<file path="src/mips_decode_pkg.sv">
`default_nettype none

package mips_decode_pkg;

	typedef logic [31:0] instr_word_t;

	// primary opcodes
	typedef enum logic [5:0] {
		OP_SPECIAL = 6'h00, OP_REGIMM = 6'h01, OP_J     = 6'h02, OP_JAL   = 6'h03,
		OP_BEQ     = 6'h04, OP_BNE    = 6'h05, OP_BLEZ  = 6'h06, OP_BGTZ  = 6'h07,
		OP_ADDI    = 6'h08, OP_ADDIU  = 6'h09, OP_SLTI  = 6'h0a, OP_SLTIU = 6'h0b,
		OP_ANDI    = 6'h0c, OP_ORI    = 6'h0d, OP_XORI  = 6'h0e, OP_LUI   = 6'h0f,
		OP_LB      = 6'h20, OP_LH     = 6'h21, OP_LW    = 6'h23, OP_LBU   = 6'h24,
		OP_LHU     = 6'h25, OP_SB     = 6'h28, OP_SH    = 6'h29, OP_SW    = 6'h2b
	} opcode_e;

	// SPECIAL function field
	typedef enum logic [5:0] {
		FN_SLL  = 6'h00, FN_SRL   = 6'h02, FN_SRA     = 6'h03, FN_SLLV  = 6'h04,
		FN_SRLV = 6'h06, FN_SRAV  = 6'h07, FN_JR      = 6'h08, FN_JALR  = 6'h09,
		FN_SYSCALL = 6'h0c, FN_BREAK = 6'h0d, FN_MFHI = 6'h10, FN_MTHI  = 6'h11,
		FN_MFLO = 6'h12, FN_MTLO  = 6'h13, FN_MULT    = 6'h18, FN_MULTU = 6'h19,
		FN_DIV  = 6'h1a, FN_DIVU  = 6'h1b, FN_ADD     = 6'h20, FN_ADDU  = 6'h21,
		FN_SUB  = 6'h22, FN_SUBU  = 6'h23, FN_AND     = 6'h24, FN_OR    = 6'h25,
		FN_XOR  = 6'h26, FN_NOR   = 6'h27, FN_SLT     = 6'h2a, FN_SLTU  = 6'h2b
	} funct_e;

	// REGIMM rt field
	typedef enum logic [4:0] {
		RI_BLTZ   = 5'h00,
		RI_BGEZ   = 5'h01,
		RI_BLTZAL = 5'h10,
		RI_BGEZAL = 5'h11
	} regimm_e;

	// nine classes, so four bits
	typedef enum logic [3:0] {
		CLS_NOP, CLS_R_TYPE, CLS_REGIMM, CLS_IMM_ALU, CLS_LOAD,
		CLS_STORE, CLS_BRANCH, CLS_JUMP, CLS_UNKNOWN
	} instr_class_e;

	typedef enum logic [4:0] {
		ALU_NONE, ALU_ADD, ALU_ADDU, ALU_SUB, ALU_SUBU, ALU_SLT, ALU_SLTU,
		ALU_AND, ALU_OR, ALU_XOR, ALU_NOR,
		ALU_SLL, ALU_SRL, ALU_SRA, ALU_SLLV, ALU_SRLV, ALU_SRAV, ALU_LUI,
		ALU_MEM, ALU_MFHI, ALU_MFLO, ALU_MTHI, ALU_MTLO,
		ALU_MULT, ALU_MULTU, ALU_DIV, ALU_DIVU, ALU_LINK
	} alu_op_e;

	typedef enum logic [2:0] {
		BR_NONE, BR_EQ, BR_NE, BR_LEZ, BR_GTZ, BR_LTZ, BR_GEZ, BR_ALWAYS
	} branch_cond_e;

	typedef struct packed {
		logic [5:0]   op;
		logic [4:0]   rs;
		logic [4:0]   rt;
		logic [4:0]   rd;
		logic [4:0]   shamt;
		logic [5:0]   funct;
		logic [15:0]  imm16;
		instr_class_e cls;
	} instr_fields_t;

	typedef struct packed {
		alu_op_e      alu_op;
		branch_cond_e branch_cond;
		logic [4:0]   dest;
		logic         regwrite;
		logic         is_imm;
		logic         sign_ex;
		logic         mem_read;
		logic         mem_write;
		logic         memtoreg;
		logic         read_rs;
		logic         read_rt;
		logic         hilo_read;
		logic         hilo_write;
		logic         muldiv_en;
		logic         solo;
		logic         ri;
		logic         syscall;
		logic         brk;
	} ctrl_t;

	localparam logic [4:0] LINK_REG = 5'd31;

endpackage

`default_nettype wire

</file>
<file path="src/predecode_latch.sv">
`timescale 1ns/10ps
`default_nettype none

module predecode_latch #(
	parameter int ISSUE_WIDTH = 2
) (
	input  wire                            clk,
	input  wire                            rst_n,
	input  wire                            in_valid,
	input  wire mips_decode_pkg::instr_word_t in_group [ISSUE_WIDTH],
	output logic                           lat_valid,
	output mips_decode_pkg::instr_fields_t lat_fields [ISSUE_WIDTH]
);
	import mips_decode_pkg::*;

	function automatic instr_class_e classify(input instr_word_t w);
		if (w == '0)
			return CLS_NOP;
		case (w[31:26])
			OP_SPECIAL: return CLS_R_TYPE;
			OP_REGIMM:  return CLS_REGIMM;
			OP_ADDI, OP_ADDIU, OP_SLTI, OP_SLTIU,
			OP_ANDI, OP_ORI, OP_XORI, OP_LUI: return CLS_IMM_ALU;
			OP_LB, OP_LH, OP_LW, OP_LBU, OP_LHU: return CLS_LOAD;
			OP_SB, OP_SH, OP_SW: return CLS_STORE;
			OP_BEQ, OP_BNE, OP_BLEZ, OP_BGTZ: return CLS_BRANCH;
			OP_J, OP_JAL: return CLS_JUMP;
			default: return CLS_UNKNOWN;
		endcase
	endfunction

	function automatic instr_fields_t split(input instr_word_t w);
		instr_fields_t f;
		f.op    = w[31:26];
		f.rs    = w[25:21];
		f.rt    = w[20:16];
		f.rd    = w[15:11];
		f.shamt = w[10:6];
		f.funct = w[5:0];
		f.imm16 = w[15:0];
		f.cls   = classify(w);
		return f;
	endfunction

	always_ff @(posedge clk or negedge rst_n) begin
		if (!rst_n)
			lat_valid <= 1'b0;
		else
			lat_valid <= in_valid;
	end

	// fields only load on a strobe
	always_ff @(posedge clk) begin
		if (in_valid) begin
			for (int i = 0; i < ISSUE_WIDTH; i++) begin
				lat_fields[i] <= split(in_group[i]);
			end
		end
	end

endmodule

`default_nettype wire

</file>
<file path="src/slot_decoder.sv">
`timescale 1ns/10ps
`default_nettype none

module slot_decoder (
	input  wire mips_decode_pkg::instr_fields_t fields,
	output mips_decode_pkg::ctrl_t              ctrl
);
	import mips_decode_pkg::*;

	logic rsvd;

	function automatic alu_op_e funct_alu(input logic [5:0] fn);
		case (fn)
			FN_ADD:   return ALU_ADD;
			FN_ADDU:  return ALU_ADDU;
			FN_SUB:   return ALU_SUB;
			FN_SUBU:  return ALU_SUBU;
			FN_SLT:   return ALU_SLT;
			FN_SLTU:  return ALU_SLTU;
			FN_AND:   return ALU_AND;
			FN_OR:    return ALU_OR;
			FN_XOR:   return ALU_XOR;
			FN_NOR:   return ALU_NOR;
			FN_SLL:   return ALU_SLL;
			FN_SRL:   return ALU_SRL;
			FN_SRA:   return ALU_SRA;
			FN_SLLV:  return ALU_SLLV;
			FN_SRLV:  return ALU_SRLV;
			FN_SRAV:  return ALU_SRAV;
			FN_MFHI:  return ALU_MFHI;
			FN_MFLO:  return ALU_MFLO;
			FN_MTHI:  return ALU_MTHI;
			FN_MTLO:  return ALU_MTLO;
			FN_MULT:  return ALU_MULT;
			FN_MULTU: return ALU_MULTU;
			FN_DIV:   return ALU_DIV;
			FN_DIVU:  return ALU_DIVU;
			FN_JALR:  return ALU_LINK;
			default:  return ALU_NONE;
		endcase
	endfunction

	always_comb begin
		ctrl = '0;
		rsvd = 1'b0;
		case (fields.cls)
			CLS_R_TYPE: begin
				ctrl.alu_op = funct_alu(fields.funct);
				ctrl.dest   = fields.rd;
				case (fields.funct)
					FN_ADD, FN_ADDU, FN_SUB, FN_SUBU, FN_SLT, FN_SLTU, FN_AND, FN_OR,
					FN_XOR, FN_NOR, FN_SLLV, FN_SRLV, FN_SRAV: begin
						ctrl.regwrite = 1'b1;
						ctrl.read_rs  = 1'b1;
						ctrl.read_rt  = 1'b1;
					end
					// shift amount comes from shamt
					FN_SLL, FN_SRL, FN_SRA: begin
						ctrl.regwrite = 1'b1;
						ctrl.read_rt  = 1'b1;
					end
					FN_JR: begin
						ctrl.branch_cond = BR_ALWAYS;
						ctrl.read_rs     = 1'b1;
					end
					FN_JALR: begin
						ctrl.branch_cond = BR_ALWAYS;
						ctrl.read_rs     = 1'b1;
						ctrl.regwrite    = 1'b1;
						ctrl.dest        = LINK_REG;
					end
					FN_MFHI, FN_MFLO: begin
						ctrl.hilo_read = 1'b1;
						ctrl.regwrite  = 1'b1;
					end
					FN_MTHI, FN_MTLO: begin
						ctrl.hilo_write = 1'b1;
						ctrl.read_rs    = 1'b1;
					end
					FN_MULT, FN_MULTU, FN_DIV, FN_DIVU: begin
						ctrl.muldiv_en = 1'b1;
						ctrl.read_rs   = 1'b1;
						ctrl.read_rt   = 1'b1;
					end
					FN_SYSCALL: ctrl.syscall = 1'b1;
					FN_BREAK:   ctrl.brk = 1'b1;
					default:    rsvd = 1'b1;
				endcase
			end
			CLS_IMM_ALU: begin
				ctrl.dest     = fields.rt;
				ctrl.regwrite = 1'b1;
				ctrl.is_imm   = 1'b1;
				ctrl.read_rs  = (fields.op != OP_LUI);
				case (fields.op)
					OP_ADDI:  ctrl.alu_op = ALU_ADD;
					OP_ADDIU: ctrl.alu_op = ALU_ADDU;
					OP_SLTI:  ctrl.alu_op = ALU_SLT;
					OP_SLTIU: ctrl.alu_op = ALU_SLTU;
					OP_ANDI:  ctrl.alu_op = ALU_AND;
					OP_ORI:   ctrl.alu_op = ALU_OR;
					OP_XORI:  ctrl.alu_op = ALU_XOR;
					OP_LUI:   ctrl.alu_op = ALU_LUI;
					default:  rsvd = 1'b1;
				endcase
			end
			CLS_LOAD: begin
				ctrl.alu_op   = ALU_MEM;
				ctrl.dest     = fields.rt;
				ctrl.regwrite = 1'b1;
				ctrl.is_imm   = 1'b1;
				ctrl.mem_read = 1'b1;
				ctrl.memtoreg = 1'b1;
				ctrl.solo     = 1'b1;
				ctrl.read_rs  = 1'b1;
			end
			CLS_STORE: begin
				ctrl.alu_op    = ALU_MEM;
				ctrl.is_imm    = 1'b1;
				ctrl.mem_write = 1'b1;
				ctrl.solo      = 1'b1;
				ctrl.read_rs   = 1'b1;
				ctrl.read_rt   = 1'b1;
			end
			CLS_BRANCH: begin
				ctrl.read_rs = 1'b1;
				ctrl.read_rt = (fields.op == OP_BEQ) || (fields.op == OP_BNE);
				case (fields.op)
					OP_BEQ:  ctrl.branch_cond = BR_EQ;
					OP_BNE:  ctrl.branch_cond = BR_NE;
					OP_BLEZ: ctrl.branch_cond = BR_LEZ;
					default: ctrl.branch_cond = BR_GTZ;
				endcase
			end
			CLS_REGIMM: begin
				ctrl.read_rs = 1'b1;
				case (fields.rt)
					RI_BLTZ, RI_BLTZAL: ctrl.branch_cond = BR_LTZ;
					RI_BGEZ, RI_BGEZAL: ctrl.branch_cond = BR_GEZ;
					default: rsvd = 1'b1;
				endcase
				// the AL forms write the return address
				if (fields.rt == RI_BLTZAL || fields.rt == RI_BGEZAL) begin
					ctrl.alu_op   = ALU_LINK;
					ctrl.dest     = LINK_REG;
					ctrl.regwrite = 1'b1;
				end
			end
			CLS_JUMP: begin
				ctrl.branch_cond = BR_ALWAYS;
				if (fields.op == OP_JAL) begin
					ctrl.alu_op   = ALU_LINK;
					ctrl.dest     = LINK_REG;
					ctrl.regwrite = 1'b1;
				end
			end
			CLS_UNKNOWN: rsvd = 1'b1;
			default: ;
		endcase

		if (fields.cls != CLS_NOP)
			ctrl.sign_ex = !(fields.op inside {OP_ANDI, OP_ORI, OP_XORI, OP_LUI});
		if (!ctrl.regwrite)
			ctrl.dest = '0;
		if (rsvd) begin
			ctrl    = '0;
			ctrl.ri = 1'b1;
		end
	end

endmodule

`default_nettype wire

</file>
<file path="src/issue_group_check.sv">
`timescale 1ns/10ps
`default_nettype none

module issue_group_check #(
	parameter int ISSUE_WIDTH = 2
) (
	input  wire                               clk,
	input  wire                               rst_n,
	input  wire                               lat_valid,
	input  wire mips_decode_pkg::instr_fields_t lat_fields [ISSUE_WIDTH],
	input  wire mips_decode_pkg::ctrl_t       slot_ctrl [ISSUE_WIDTH],
	output logic                              out_valid,
	output mips_decode_pkg::ctrl_t            out_ctrl [ISSUE_WIDTH],
	output logic [$clog2(ISSUE_WIDTH+1)-1:0]  issue_count
);
	import mips_decode_pkg::*;

	localparam int CNT_W = $clog2(ISSUE_WIDTH + 1);

	logic [CNT_W-1:0] count;

	always_comb begin
		logic        go;
		logic        stop;
		logic        hilo_busy;
		logic        raw;
		logic [31:0] wr_mask;
		go        = 1'b1;
		stop      = 1'b0;
		hilo_busy = 1'b0;
		raw       = 1'b0;
		wr_mask   = '0;
		count     = '0;
		for (int k = 0; k < ISSUE_WIDTH; k++) begin
			// reads of $0 never conflict
			raw = (slot_ctrl[k].read_rs && lat_fields[k].rs != 5'd0 && wr_mask[lat_fields[k].rs]) ||
			      (slot_ctrl[k].read_rt && lat_fields[k].rt != 5'd0 && wr_mask[lat_fields[k].rt]);
			if (k != 0)
				go = go && !stop && !slot_ctrl[k].solo && !raw &&
				     !(slot_ctrl[k].hilo_read && hilo_busy);
			count = count + CNT_W'(go);
			stop = stop | slot_ctrl[k].solo | slot_ctrl[k].ri;
			hilo_busy = hilo_busy | slot_ctrl[k].hilo_write | slot_ctrl[k].muldiv_en;
			if (slot_ctrl[k].regwrite)
				wr_mask[slot_ctrl[k].dest] = 1'b1;
		end
	end

	always_ff @(posedge clk or negedge rst_n) begin
		if (!rst_n) begin
			out_valid   <= 1'b0;
			issue_count <= '0;
			out_ctrl    <= '{default: '0};
		end else begin
			out_valid <= lat_valid;
			// hold last group when idle
			if (lat_valid) begin
				issue_count <= count;
				out_ctrl    <= slot_ctrl;
			end
		end
	end

endmodule

`default_nettype wire

</file>
<file path="src/mips_decode_stage.sv">
`timescale 1ns/10ps
`default_nettype none

module mips_decode_stage #(
	parameter int ISSUE_WIDTH = 2
) (
	input  wire                               clk,
	input  wire                               rst_n,
	input  wire                               in_valid,
	input  wire mips_decode_pkg::instr_word_t in_group [ISSUE_WIDTH],
	output logic                              out_valid,
	output mips_decode_pkg::ctrl_t            out_ctrl [ISSUE_WIDTH],
	output logic [$clog2(ISSUE_WIDTH+1)-1:0]  issue_count
);
	import mips_decode_pkg::*;

	logic          lat_valid;
	instr_fields_t lat_fields [ISSUE_WIDTH];
	ctrl_t         slot_ctrl [ISSUE_WIDTH];

	predecode_latch #(
		.ISSUE_WIDTH(ISSUE_WIDTH)
	) u_latch (
		.clk       (clk),
		.rst_n     (rst_n),
		.in_valid  (in_valid),
		.in_group  (in_group),
		.lat_valid (lat_valid),
		.lat_fields(lat_fields)
	);

	// one decoder per slot
	for (genvar i = 0; i < ISSUE_WIDTH; i++) begin : g_slot
		slot_decoder u_slot (
			.fields(lat_fields[i]),
			.ctrl  (slot_ctrl[i])
		);
	end

	issue_group_check #(
		.ISSUE_WIDTH(ISSUE_WIDTH)
	) u_check (
		.clk        (clk),
		.rst_n      (rst_n),
		.lat_valid  (lat_valid),
		.lat_fields (lat_fields),
		.slot_ctrl  (slot_ctrl),
		.out_valid  (out_valid),
		.out_ctrl   (out_ctrl),
		.issue_count(issue_count)
	);

endmodule

`default_nettype wire

</file>
<file path="config.mk">
export PLATFORM = sky130hd
export DESIGN_NAME = mips_decode_stage
export DESIGN_NICKNAME = d
export VERILOG_FILES = /design/src/mips_decode_pkg.sv /design/src/predecode_latch.sv /design/src/slot_decoder.sv /design/src/issue_group_check.sv /design/src/mips_decode_stage.sv
export SDC_FILE = /design/constraint.sdc
export NUM_CORES = 1
export LEC_CHECK = 0
export BUFFER_PORTS_ARGS = -buffer_cell sky130_fd_sc_hd__buf_2
export CAP_MARGIN = 20
export CORE_ASPECT_RATIO = 1.5
export CORE_MARGIN = 2
export CORE_UTILIZATION = 55
export DETAILED_ROUTE_END_ITERATION = 6
export PLACE_DENSITY = 0.78
export SYNTH_ARGS = -nofsm -noshare
export SYNTH_HDL_FRONTEND = slang
export SYNTH_SLANG_ARGS = --single-unit
</file>
<file path="constraint.sdc">
create_clock -name clk -period 7.6 [get_ports clk]
set_input_delay 0.38 -clock clk [delete_from_list [all_inputs] [get_ports clk]]
set_output_delay 0.38 -clock clk [all_outputs]
set_load 0.02 [all_outputs]
</file>
-- Yosys cells after proc, flatten, opt, wreduce, memory -nomap -nowiden
Memories as Yosys holds them, arrays and structs flattened. A register that Yosys moved wholly into a read port is not among the register bits.
Cells that the tools add are included.
W data, S select, Z words.
- register bits: 117
- bits in latches: 0
- memory bits (writable): 0
- memory bits (read-only): 1152
- word-level logic and storage cells: 314
- memories: 4
- add/sub/neg operators: 1
- multipliers: 0
- divide/modulo/power cells: 0
- $lt $le $gt $ge: 4
- equality and inequality tests: 102
- shift operators: 0
- muxes and demuxes: 87
- bitwise logic cells: 2
- reductions and logical operators: 64
- memory list (memory ; words ; width ; rd ports ; clocked after Yosys merged registers in ; wr ports ; line ; text):
    (name not given) ; 64 ; 5 ; 1 ; 1 ; 0 ; slot_decoder.sv:13 ; case (fn)
    (name not given) ; 64 ; 5 ; 1 ; 1 ; 0 ; slot_decoder.sv:13 ;
    (name not given) ; 64 ; 4 ; 1 ; 0 ; 0 ; predecode_latch.sv:19 ; case (w[31:26])
    (name not given) ; 64 ; 4 ; 1 ; 0 ; 0 ; predecode_latch.sv:19 ;
- operators with widths (kind ; count):
    $eq A6 B4 Y1 const B ; 24
    $eq A6 B6 Y1 const B ; 20
    $eq A6 B5 Y1 const B ; 16
    $pmux W5 S8 ; 2
    $eq A6 B3 Y1 const B ; 12
    $logic_not A32 Y1 ; 2
    $mux W28 ; 2
    $reduce_or A28 Y1 ; 2
    $pmux W5 S5 ; 2
    $pmux W6 S4 ; 2
    $reduce_or A21 Y1 ; 2
    $mux W5 ; 8
    $reduce_or A20 Y1 ; 2
    $mux W1 ; 39
    $reduce_or A19 Y1 ; 2
    $eq A6 B2 Y1 const B ; 6
    $mux W6 ; 6
    $eq A4 B3 Y1 const B ; 8
    $mux W32 ; 1
    $reduce_or A2 Y1 ; 14
    $pmux W3 S4 ; 2
    $reduce_or A4 Y1 ; 6
    $eq A5 B5 Y1 const B ; 4
    $lt A5 B6 Y1 const B ; 3
    other kinds (26) ; 73

-- Longest topological paths before layout
Gate-level depths: netlist of the first run.
- depth after elaboration: 19
- mapped depth: 13

-- Hierarchy
From an unflattened synthesis of the first run, not the netlist that was laid out.
- cells, all modules: 725
- area total of the unflattened synthesis: 7713.6 sq um
- by module, submodules not included (module ; times used ; cells an instance ; area an instance (sq um) ; seq. area each (sq um)):
    predecode_latch ; 1 ; 157 ; 2787.7 ; 2187.1
    issue_group_check ; 1 ; 152 ; 2344.7 ; 1476.4
    slot_decoder at g_slot[0].u_slot ; 1 ; 215 ; 1320.0 ; 0.0
    slot_decoder at g_slot[1].u_slot ; 1 ; 201 ; 1261.2 ; 0.0

-- Least setup slack after synthesis of the first run
OpenSTA, ideal clock, no wires.
- path kind: register to register
- start point: reg, netlist name u_latch.lat_fields[55]
- end point: reg u_check.issue_count[1]
- library setup time: 0.120 ns
- arrival time: 2.726 ns
- data required time: 7.480 ns
- setup slack: 4.754 ns
- cell stages (with the launch flop): 10
- path buffers: 0
- period minus slack after synthesis: 2.846 ns
- cells stage by stage: edfxtp_1 -> or4_4 -> nor3_4 -> a21o_1 -> or3_4 -> nand2_1 -> or4_1 -> a221o_1 -> a211o_1 -> a31o_1
- cells in the longest elaborated chain, start to end: 18
- RTL lines (item ; line ; text):
    $eq A4 B2 Y1 or $eq A4 B3 Y1 (tied branches) ; slot_decoder.sv:46 ; case (fields.cls)
    $reduce_or A2 Y1 (no source line) ; n/a ;
    $pmux W6 S4 ; slot_decoder.sv:46 ;
    $mux W5 ; slot_decoder.sv:163 ; if (!ctrl.regwrite)
    $mux W28 (*) ; slot_decoder.sv:165 ; if (rsvd) begin
    $lt A5 B6 Y1 (not written as such) or $ge A5 B1 Y1 (tied branches) ; issue_group_check.sv:45 ; wr_mask[slot_ctrl[k].dest] = 1'b1;
    $logic_and A1 B1 Y1 (not written as such) ; issue_group_check.sv:45 ;
    $mux W1 (not written as such) ; issue_group_check.sv:45 ;
    (+2 left out) ; n/a ;
    $bmux W1 S5 (on tied branches) ; issue_group_check.sv:36, issue_group_check.sv:37 ;
    $mux W1 (on tied branches) ; issue_group_check.sv:36, issue_group_check.sv:37 ;
    $logic_and A1 B1 Y1 (on tied branches) ; issue_group_check.sv:36, issue_group_check.sv:37 ;
    $logic_or A1 B1 Y1 ; issue_group_check.sv:36 ; raw = (slot_ctrl[k].read_rs && lat_fields[k].rs != 5'd0 && wr_mask[lat_fields[k].rs]) ||
    $logic_not A1 Y1 ; issue_group_check.sv:39 ; go = go && !stop && !slot_ctrl[k].solo && !raw &&
    $logic_and A1 B1 Y1 ; issue_group_check.sv:39 ;
    $logic_and A1 B1 Y1 (*) ; issue_group_check.sv:39 ;
    $add A1 B1 Y2 (*) ; issue_group_check.sv:41 ; count = count + CNT_W'(go);
    end signal, assigned ; issue_group_check.sv:58 ; issue_count <= count;
    end, declared ; issue_group_check.sv:14 ; output logic [$clog2(ISSUE_WIDTH+1)-1:0] issue_count
Every way passes the cells marked *; elsewhere a longest branch is shown, timed or not. The select of a mux whose other input is x is not followed.
A chain may end at the register's enable or synchronous reset.

-- Worst setup path after layout of the first run
- start point: reg, netlist name u_latch.lat_fields[52]
- end point: reg u_check.issue_count[1]
- cells in the longest elaborated chain, start to end: 18
- RTL lines (item ; line):
    $eq A4 B2 Y1 or $eq A4 B3 Y1 (tied branches) ; slot_decoder.sv:46
    $reduce_or A2 Y1 (no source line) ; n/a
    $pmux W6 S4 ; slot_decoder.sv:46
    $mux W5 ; slot_decoder.sv:163
    $mux W28 (*) ; slot_decoder.sv:165
    $lt A5 B6 Y1 (not written as such) or $ge A5 B1 Y1 (tied branches) ; issue_group_check.sv:45
    $logic_and A1 B1 Y1 (not written as such) ; issue_group_check.sv:45
    $mux W1 (not written as such) ; issue_group_check.sv:45
    (+2 left out) ; n/a
    $bmux W1 S5 (on tied branches) ; issue_group_check.sv:36, issue_group_check.sv:37
    $mux W1 (on tied branches) ; issue_group_check.sv:36, issue_group_check.sv:37
    $logic_and A1 B1 Y1 (on tied branches) ; issue_group_check.sv:36, issue_group_check.sv:37
    $logic_or A1 B1 Y1 ; issue_group_check.sv:36
    $logic_not A1 Y1 ; issue_group_check.sv:39
    $logic_and A1 B1 Y1 ; issue_group_check.sv:39
    $logic_and A1 B1 Y1 (*) ; issue_group_check.sv:39
    $add A1 B1 Y2 (*) ; issue_group_check.sv:41
Marked as above.

==> flow_summary.toml, run 1 <==
[outcome]
status = "finished, final reports clean"

[clock_tree]
ctsHtreeMaxLevel = 4
clock-sinks = 125
post_cts_buffers = 0
cts_resized = 0
postCtsHoldBufs = 0
cts_buffer_depth = 2
cts_tree = "built"
clock_insertion_delay_worst_skew_ns = 0.43
cts_made_buffers = 17
cts-root-buf = "clkbuf_16"
path_clk_slew_ns = 0.06

[worst_setup_path]
start_kind = "register"
worst-path-buf-inv = 0
critPathRequiredTime_ns = 7.92
critPathCaptureType = "register"
crit_path_max_incr_delay_ns = 0.84
cp_slowest_cell = "a21oi_1"
crit_family = "simple AND/OR/NAND/NOR gates"
critPathKind = "register to register"
cp_cell_sequence = "nand2b_1 > nor3_4 > a21oi_1 > nand3b_1 > or2_2 > or4_1 > o221ai_1 > a32oi_1 > a31o_1"
cp_max_fo = 14
arrival_ns = 3.94

[floorplan]
rows = 51
die_h_um = 145.5
io_pins = 126
start_util_pct = 56.43
die_area_um2 = 14320
die_x_um = 98.36
core_um2 = 13020

[pwr]
p_seq_share_pct = 39.9
p_int_mw = 1.465
p_leak_nw = 3.609
p_switching_mw = 0.5960
combinationalPowerShare_pct = 15.4
pwr-share-clk_pct = 44.7
switching_share_pct = 28.92
ir_worst_vdd_mv = 0.1382
p_per_area_nw_per_um2 = 237.1

[sta]
rsz0062_at_grt = "no"
slew_headroom_pct = 30.09
slew_violations = 0
tns_ns = 0
period_needed_ns = 3.616
hold_viol = 0
finalCritPeriodShare_pct = 47.57
fmax_ghz = 0.2766
finalWorstSetupSlack_ns = 3.984
skew_ns = 0.02186
setup_viol = 0
worst_slew_pin_slew_ns = 1.049

[yosys]
synthXorXnorAreaFrac_pct = 0.9538
synth.area.mux_share_pct = 2.913
yosys.cell_types.count = 77
syn-cell-area_um2 = 7346
synthCells = 783
synth_top_area_share_pct = 23.30
yosys.area_share.simple_pct = 19.49
synthAdderAreaFrac_pct = 1.363
synth_top_family_by_area = "compound AO/OA/AOI/OAI gates"
async_flop_share_pct = 46.40
synth_area_leaders = "edfxtp_1 (23%), dfrtp_1 (20%), nor2_1 (3.6%), nand2_1 (3.4%), a21oi_1 (3.3%)"
ys_seq_area_share_pct = 45.78
syn_nets = 858
synth-compound-area-share_pct = 25.17
avgSynthCellArea_um2 = 9.382
synth_enable_flop_cells = 57
synth.largest_area_cell = "edfxtp_1"
synth_ff_type = "dfrtp_1"
ys_warn_count = 0
synth_seq_cells = 125

[layout]
drive_above_1_share_pct = 21.29
diodes = 0
stdcell_count = 1061
nets = 964
syn_to_final_growth_pct = 18.34
final_area_um2 = 8693

[route]
ant_nets = 0
drc = 0
vias_per_cell = 6.672
drtIter0Drc = 587
firstDrtPassIters = 6
drt_wl_total_um = 22870
post_drt_wl_per_cell_um = 21.56
vias = 7079

[placement]
placed_cell_area_um2 = 8029
dp.cells = 1028
hpwl_um = 16490
place.gp.congestion = 0.9995
portBuffers = 125
dp_slack_ns = 4.018

[global_routing]
antenna_found_initial = 0
grt_pass1_vias = 6885
track_usage_pct = 32.29
grt_overflow = 0
grt_start_max_net_pins = 59
grt_pass1_wl_um = 36560

[worst_hold_path]
hp-class = "primary input to async pin"

[flow_run]
max-cap-violations = 0
## routing by layer
layer / vias to the layer above / GRT usage (%) / share of wire (%)
li1: 3242 / - / -
met3: 80 / 5.379 / 6.5
met5: - / 0 / 0
met2: 397 / 59.15 / 54
met4: 0 / 15.82 / 4.8
met1: 3360 / 35.59 / 35
## cells in the final DEF (no fill, tap or decap), drive strengths merged, types with 11 or more instances in the layout
master / count
a21oi: 50
a22o: 11
a31oi: 12
buf: 133
clkbuf: 17
dfrtp: 58
edfxtp: 57
inv: 39
mux2: 11
nand2: 69
nand3: 16
nand4: 11
nor2: 71
nor2b: 12
nor3: 28
nor4: 23
o21ai: 50
o2bb2ai: 22
## kinds of logic after synthesis
kind of cell    after synthesis
compound gates              264
xor+xnor                      8
fa+ha+maj                     8
buf+inv                      79
flops                       125
mux                          20
simple gates                279
## cell type report
type | count | area (um2)
inverter | 33 | 123.9
fill | 1063 | 4324
sequential | 125 | 3363
multi-input combinational | 579 | 3665
tap | 159 | 198.9
timing repair buffer | 133 | 683.2
clock buffer | 17 | 425.4
clock inverter | 15 | 234.0
## sequential cells by signal (all words and copies together) (netlist names), named ones only
name and count:
u_check.out_ctrl 54, u_latch.lat_valid 1, u_latch.lat_fields 57, u_check.out_valid 1, u_check.issue_count 2
## stage by stage
stage	util [%]	total power, mW	hold WS [ns]
global route	66.78	2.132	0.1402
floorplan	-	1.020	0.08441
global placement	61.68	1.135	0.4638
detailed placement	61.68	1.144	0.4638
finish	66.78	2.061	0.08963
CTS	66.74	2.064	0.1372
## synthesized netlist by cell type (10+ instances only)
cell type,count
o22ai_1,10
nor2_1,71
o21ai_0,47
nor3_1,27
a31oi_1,12
o2bb2ai_1,21
nand4_1,11
inv_1,33
a211oi_1,10
a22o_1,11
nand2_1,67
a21oi_1,49
nor4_1,23
a22oi_1,10
edfxtp_1,57
nand3_1,16
clkbuf_1,31
dfrtp_1,58
mux2_2,11
nor2b_1,12
dfxtp_1,10
buf_2,11
## power by group through the flow
| stage | Clock [mW] | Combinational (mW) | Sequential [mW] |
|---|---|---|---|
| global placement | 0 | 0.304 | 0.831 |
| detailed placement | 0 | 0.311 | 0.833 |
| global route | 0.957 | 0.347 | 0.829 |
| finish | 0.921 | 0.317 | 0.823 |
| floorplan | 0 | 0.203 | 0.816 |
| CTS | 0.929 | 0.314 | 0.821 |
## path summary, 6_finish.rpt
check / start / endpoint / slack (ns) / cells past startpoint
setup / recovery: u_latch.lat_fields[52]$_SDFFCE_PP0P_ / u_check.issue_count[1]$_DFFE_PN0P_ / 3.98 / 9
hold / removal: rst_n / u_check.out_ctrl[42]$_DFFE_PN0P_ / 0.09 / 2
setup reg to reg: u_latch.lat_fields[52]$_SDFFCE_PP0P_ / u_check.issue_count[1]$_DFFE_PN0P_ / 3.98 / 9
hold reg to reg: u_check.out_ctrl[29]$_DFFE_PN0P_ / u_check.out_ctrl[29]$_DFFE_PN0P_ / 0.47 / 1
max in group asynchronous: rst_n / u_check.out_ctrl[35]$_DFFE_PN0P_ / 6.94 / 2
min in group clk: in_group[12] / u_latch.lat_fields[32]$_DFFE_PP_ / 0.14 / 1
Power figures use the tool's default switching activity.
==> inputs of run 2 (changes only) <==
--- a/config.mk
+++ b/config.mk
@@ -9,9 +9,9 @@
 export CAP_MARGIN = 20
 export CORE_ASPECT_RATIO = 1.5
 export CORE_MARGIN = 2
-export CORE_UTILIZATION = 55
+export CORE_UTILIZATION = 51
 export DETAILED_ROUTE_END_ITERATION = 6
-export PLACE_DENSITY = 0.78
+export PLACE_DENSITY = 0.76
 export SYNTH_ARGS = -nofsm -noshare
 export SYNTH_HDL_FRONTEND = slang
 export SYNTH_SLANG_ARGS = --single-unit
==> constraint.sdc (replaced) <==
create_clock -name clk -period 3.13 [get_ports clk]
set_input_delay 0.1565 -clock clk [delete_from_list [all_inputs] [get_ports clk]]
set_output_delay 0.1565 -clock clk [all_outputs]
set_load 0.02 [all_outputs]
==> flow_summary.toml, run 2 (synthesis results as in run 1) <==
[outcome]
status = "finished, final reports clean"

[layout]
nets = 1069
syn_to_final_growth_pct = 31.41
final_common_cell = "buf_2"
multiInputGateArea_um2 = 3741
register_area_um2 = 3363
layout_common_cells = "buf_2 (125), nor2_1 (71), nand2_1 (67)"
stdcell_count = 1199
largest_reg_flops = 57
nFillCells = 1161
diodes = 0
reg_top3 = "u_latch.lat_fields x57, u_check.out_ctrl x54, u_check.issue_count x2"
regMostFlops = "u_latch.lat_fields"
drive_above_1_share_pct = 25.72

[clock_tree]
clock-sinks = 125
cts_buffer_depth = 2
cts_made_buffers = 17
ctsHtreeMaxLevel = 4
path_clk_slew_ns = 0.05
cts-root-buf = "clkbuf_16"
clock_insertion_delay_worst_skew_ns = 0.43
cts_tree = "built"

[sta]
fmax_ghz = 0.3207
slew_headroom_pct = 43.23
rsz0062_at_grt = "yes"
skew_ns = 0.01544
slew_violations = 0
hold_ws_ns = 0.03249
finalCritPeriodShare_pct = 99.63
worst_slew_pin_slew_ns = 0.8279
hold_viol = 0
tns_ns = 0
period_needed_ns = 3.118
setup_viol = 0

[floorplan]
start_util_pct = 52.25
core_um2 = 14060
die_area_um2 = 15400
io_pins = 126
die_x_um = 102.0
rows = 53
die_h_um = 151.0

[route]
drt_wl_total_um = 24260
vias = 7549
vias_per_cell = 6.296
post_drt_wl_per_cell_um = 20.24
firstDrtPassIters = 5
ant_nets = 0
drtIter0Drc = 433
drc = 0

[worst_setup_path]
critical_path.startpoint = "u_latch.lat_fields[55]$_SDFFCE_PP0P_"
start_kind = "register"
r2r-end = "u_check.issue_count[1]$_DFFE_PN0P_"
r2r-start = "u_latch.lat_fields[55]$_SDFFCE_PP0P_"
critPathRequiredTime_ns = 3.44
cp_max_fo = 10
endpoint = "u_check.issue_count[1]$_DFFE_PN0P_"
critPathKind = "register to register"
reg2reg_setup_slack_ns = 0.01
worst_r2r_path_depth = 10
arrival_ns = 3.43
critPathCaptureType = "register"

[flow_run]
max-cap-violations = 0

[global_routing]
track_usage_pct = 31.48
grt_pass1_wl_um = 36920
grt_start_max_net_pins = 47
antenna_found_initial = 0
grt_pass1_vias = 7321
grt_overflow = 0

[placement]
place.gp.congestion = 0.9658
portBuffers = 125
hpwl_um = 16640
dp.cells = 1105

[pwr]
p_leak_nw = 4.075
p_per_area_nw_per_um2 = 506.5
finalPower_mw = 4.889
ir_worst_vdd_mv = 0.4109

[worst_hold_path]
hp-class = "primary input to register"
min_delay_path_depth = 1
==> run 2: worst min path at each step <==
stage,start,end,slack [ns]
floorplan,rst_n,u_check.issue_count[0]$_DFFE_PN0P_,-0.14
global placement,rst_n,u_check.out_ctrl[42]$_DFFE_PN0P_,0.14
detailed placement,rst_n,u_check.out_ctrl[42]$_DFFE_PN0P_,0.14
CTS,in_group[5],u_latch.lat_fields[25]$_DFFE_PP_,0.0007
global route,in_group[5],u_latch.lat_fields[25]$_DFFE_PP_,0.004
finish,in_group[31],u_latch.lat_fields[51]$_DFFE_PP_,0.03
==> run 2: what timing repair did <==
action | in CTS | in global routing
setup endpoints to repair | 2 | 3
pin swaps | 0 | 4
gates cloned | 0 | 1
buffers inserted | 3 | 10
hold endpoints to repair | 65 | 0
resized for setup | 3 | 13
hold buffers | 47 | 0
==> run 2: stage by stage <==
step           worst slack (ns)  area (um2)  utilization [%]
2_1_floorplan            0.2843        7346                -
3_3_place_gp            -0.2067        8403            59.77
3_5_place_dp            -0.2650        8403            59.77
4_1_cts                 0.04160        9509            67.64
5_1_grt                -0.08492        9653            68.66
6_report                0.01165        9653            68.66
==> run 2: worst max-delay path, stage by stage (launching register included) <==
cell and delay [ns]:
edfxtp_1 0.45, or4_4 0.58, nor3_4 0.18, a21o_1 0.18, buf_4 0.20, a21oi_1 0.07, o21ai_2 0.28, a32oi_1 0.14
o311ai_0 0.42, a32oi_1 0.23, a31o_1 0.27
==> run 2: final cells by class <==
| type | instances | area share [%] |
|---|---|---|
| clock buffers | 25 | 5.470 |
| well taps | 192 | 2.489 |
| repair buffers | 237 | 16.41 |
| flip-flops and latches | 125 | 34.84 |
| multi-input cells | 580 | 38.76 |
| clock inverters | 7 | 0.7518 |
| inverters | 33 | 1.283 |
==> run 2: where the power goes <==
| part | switching (mW) | internal, mW | total (mW) |
|---|---|---|---|
| logic | 0.554 | 0.389 | 0.944 |
| clock network | 0.719 | 1.25 | 1.97 |
| registers | 0.124 | 1.85 | 1.97 |
==> run 2: per-layer routing <==
layer | part of all wire [%] | track usage [%] | up-vias | wire length, um
met1 | 35 | 34.37 | 3560 | 8534
met5 | 0 | 0 | - | 0
li1 | - | - | 3451 | -
met3 | 7.3 | 6.922 | 104 | 1783
met4 | 5.2 | 16.47 | 0 | 1272
met2 | 52 | 56.18 | 434 | 12670
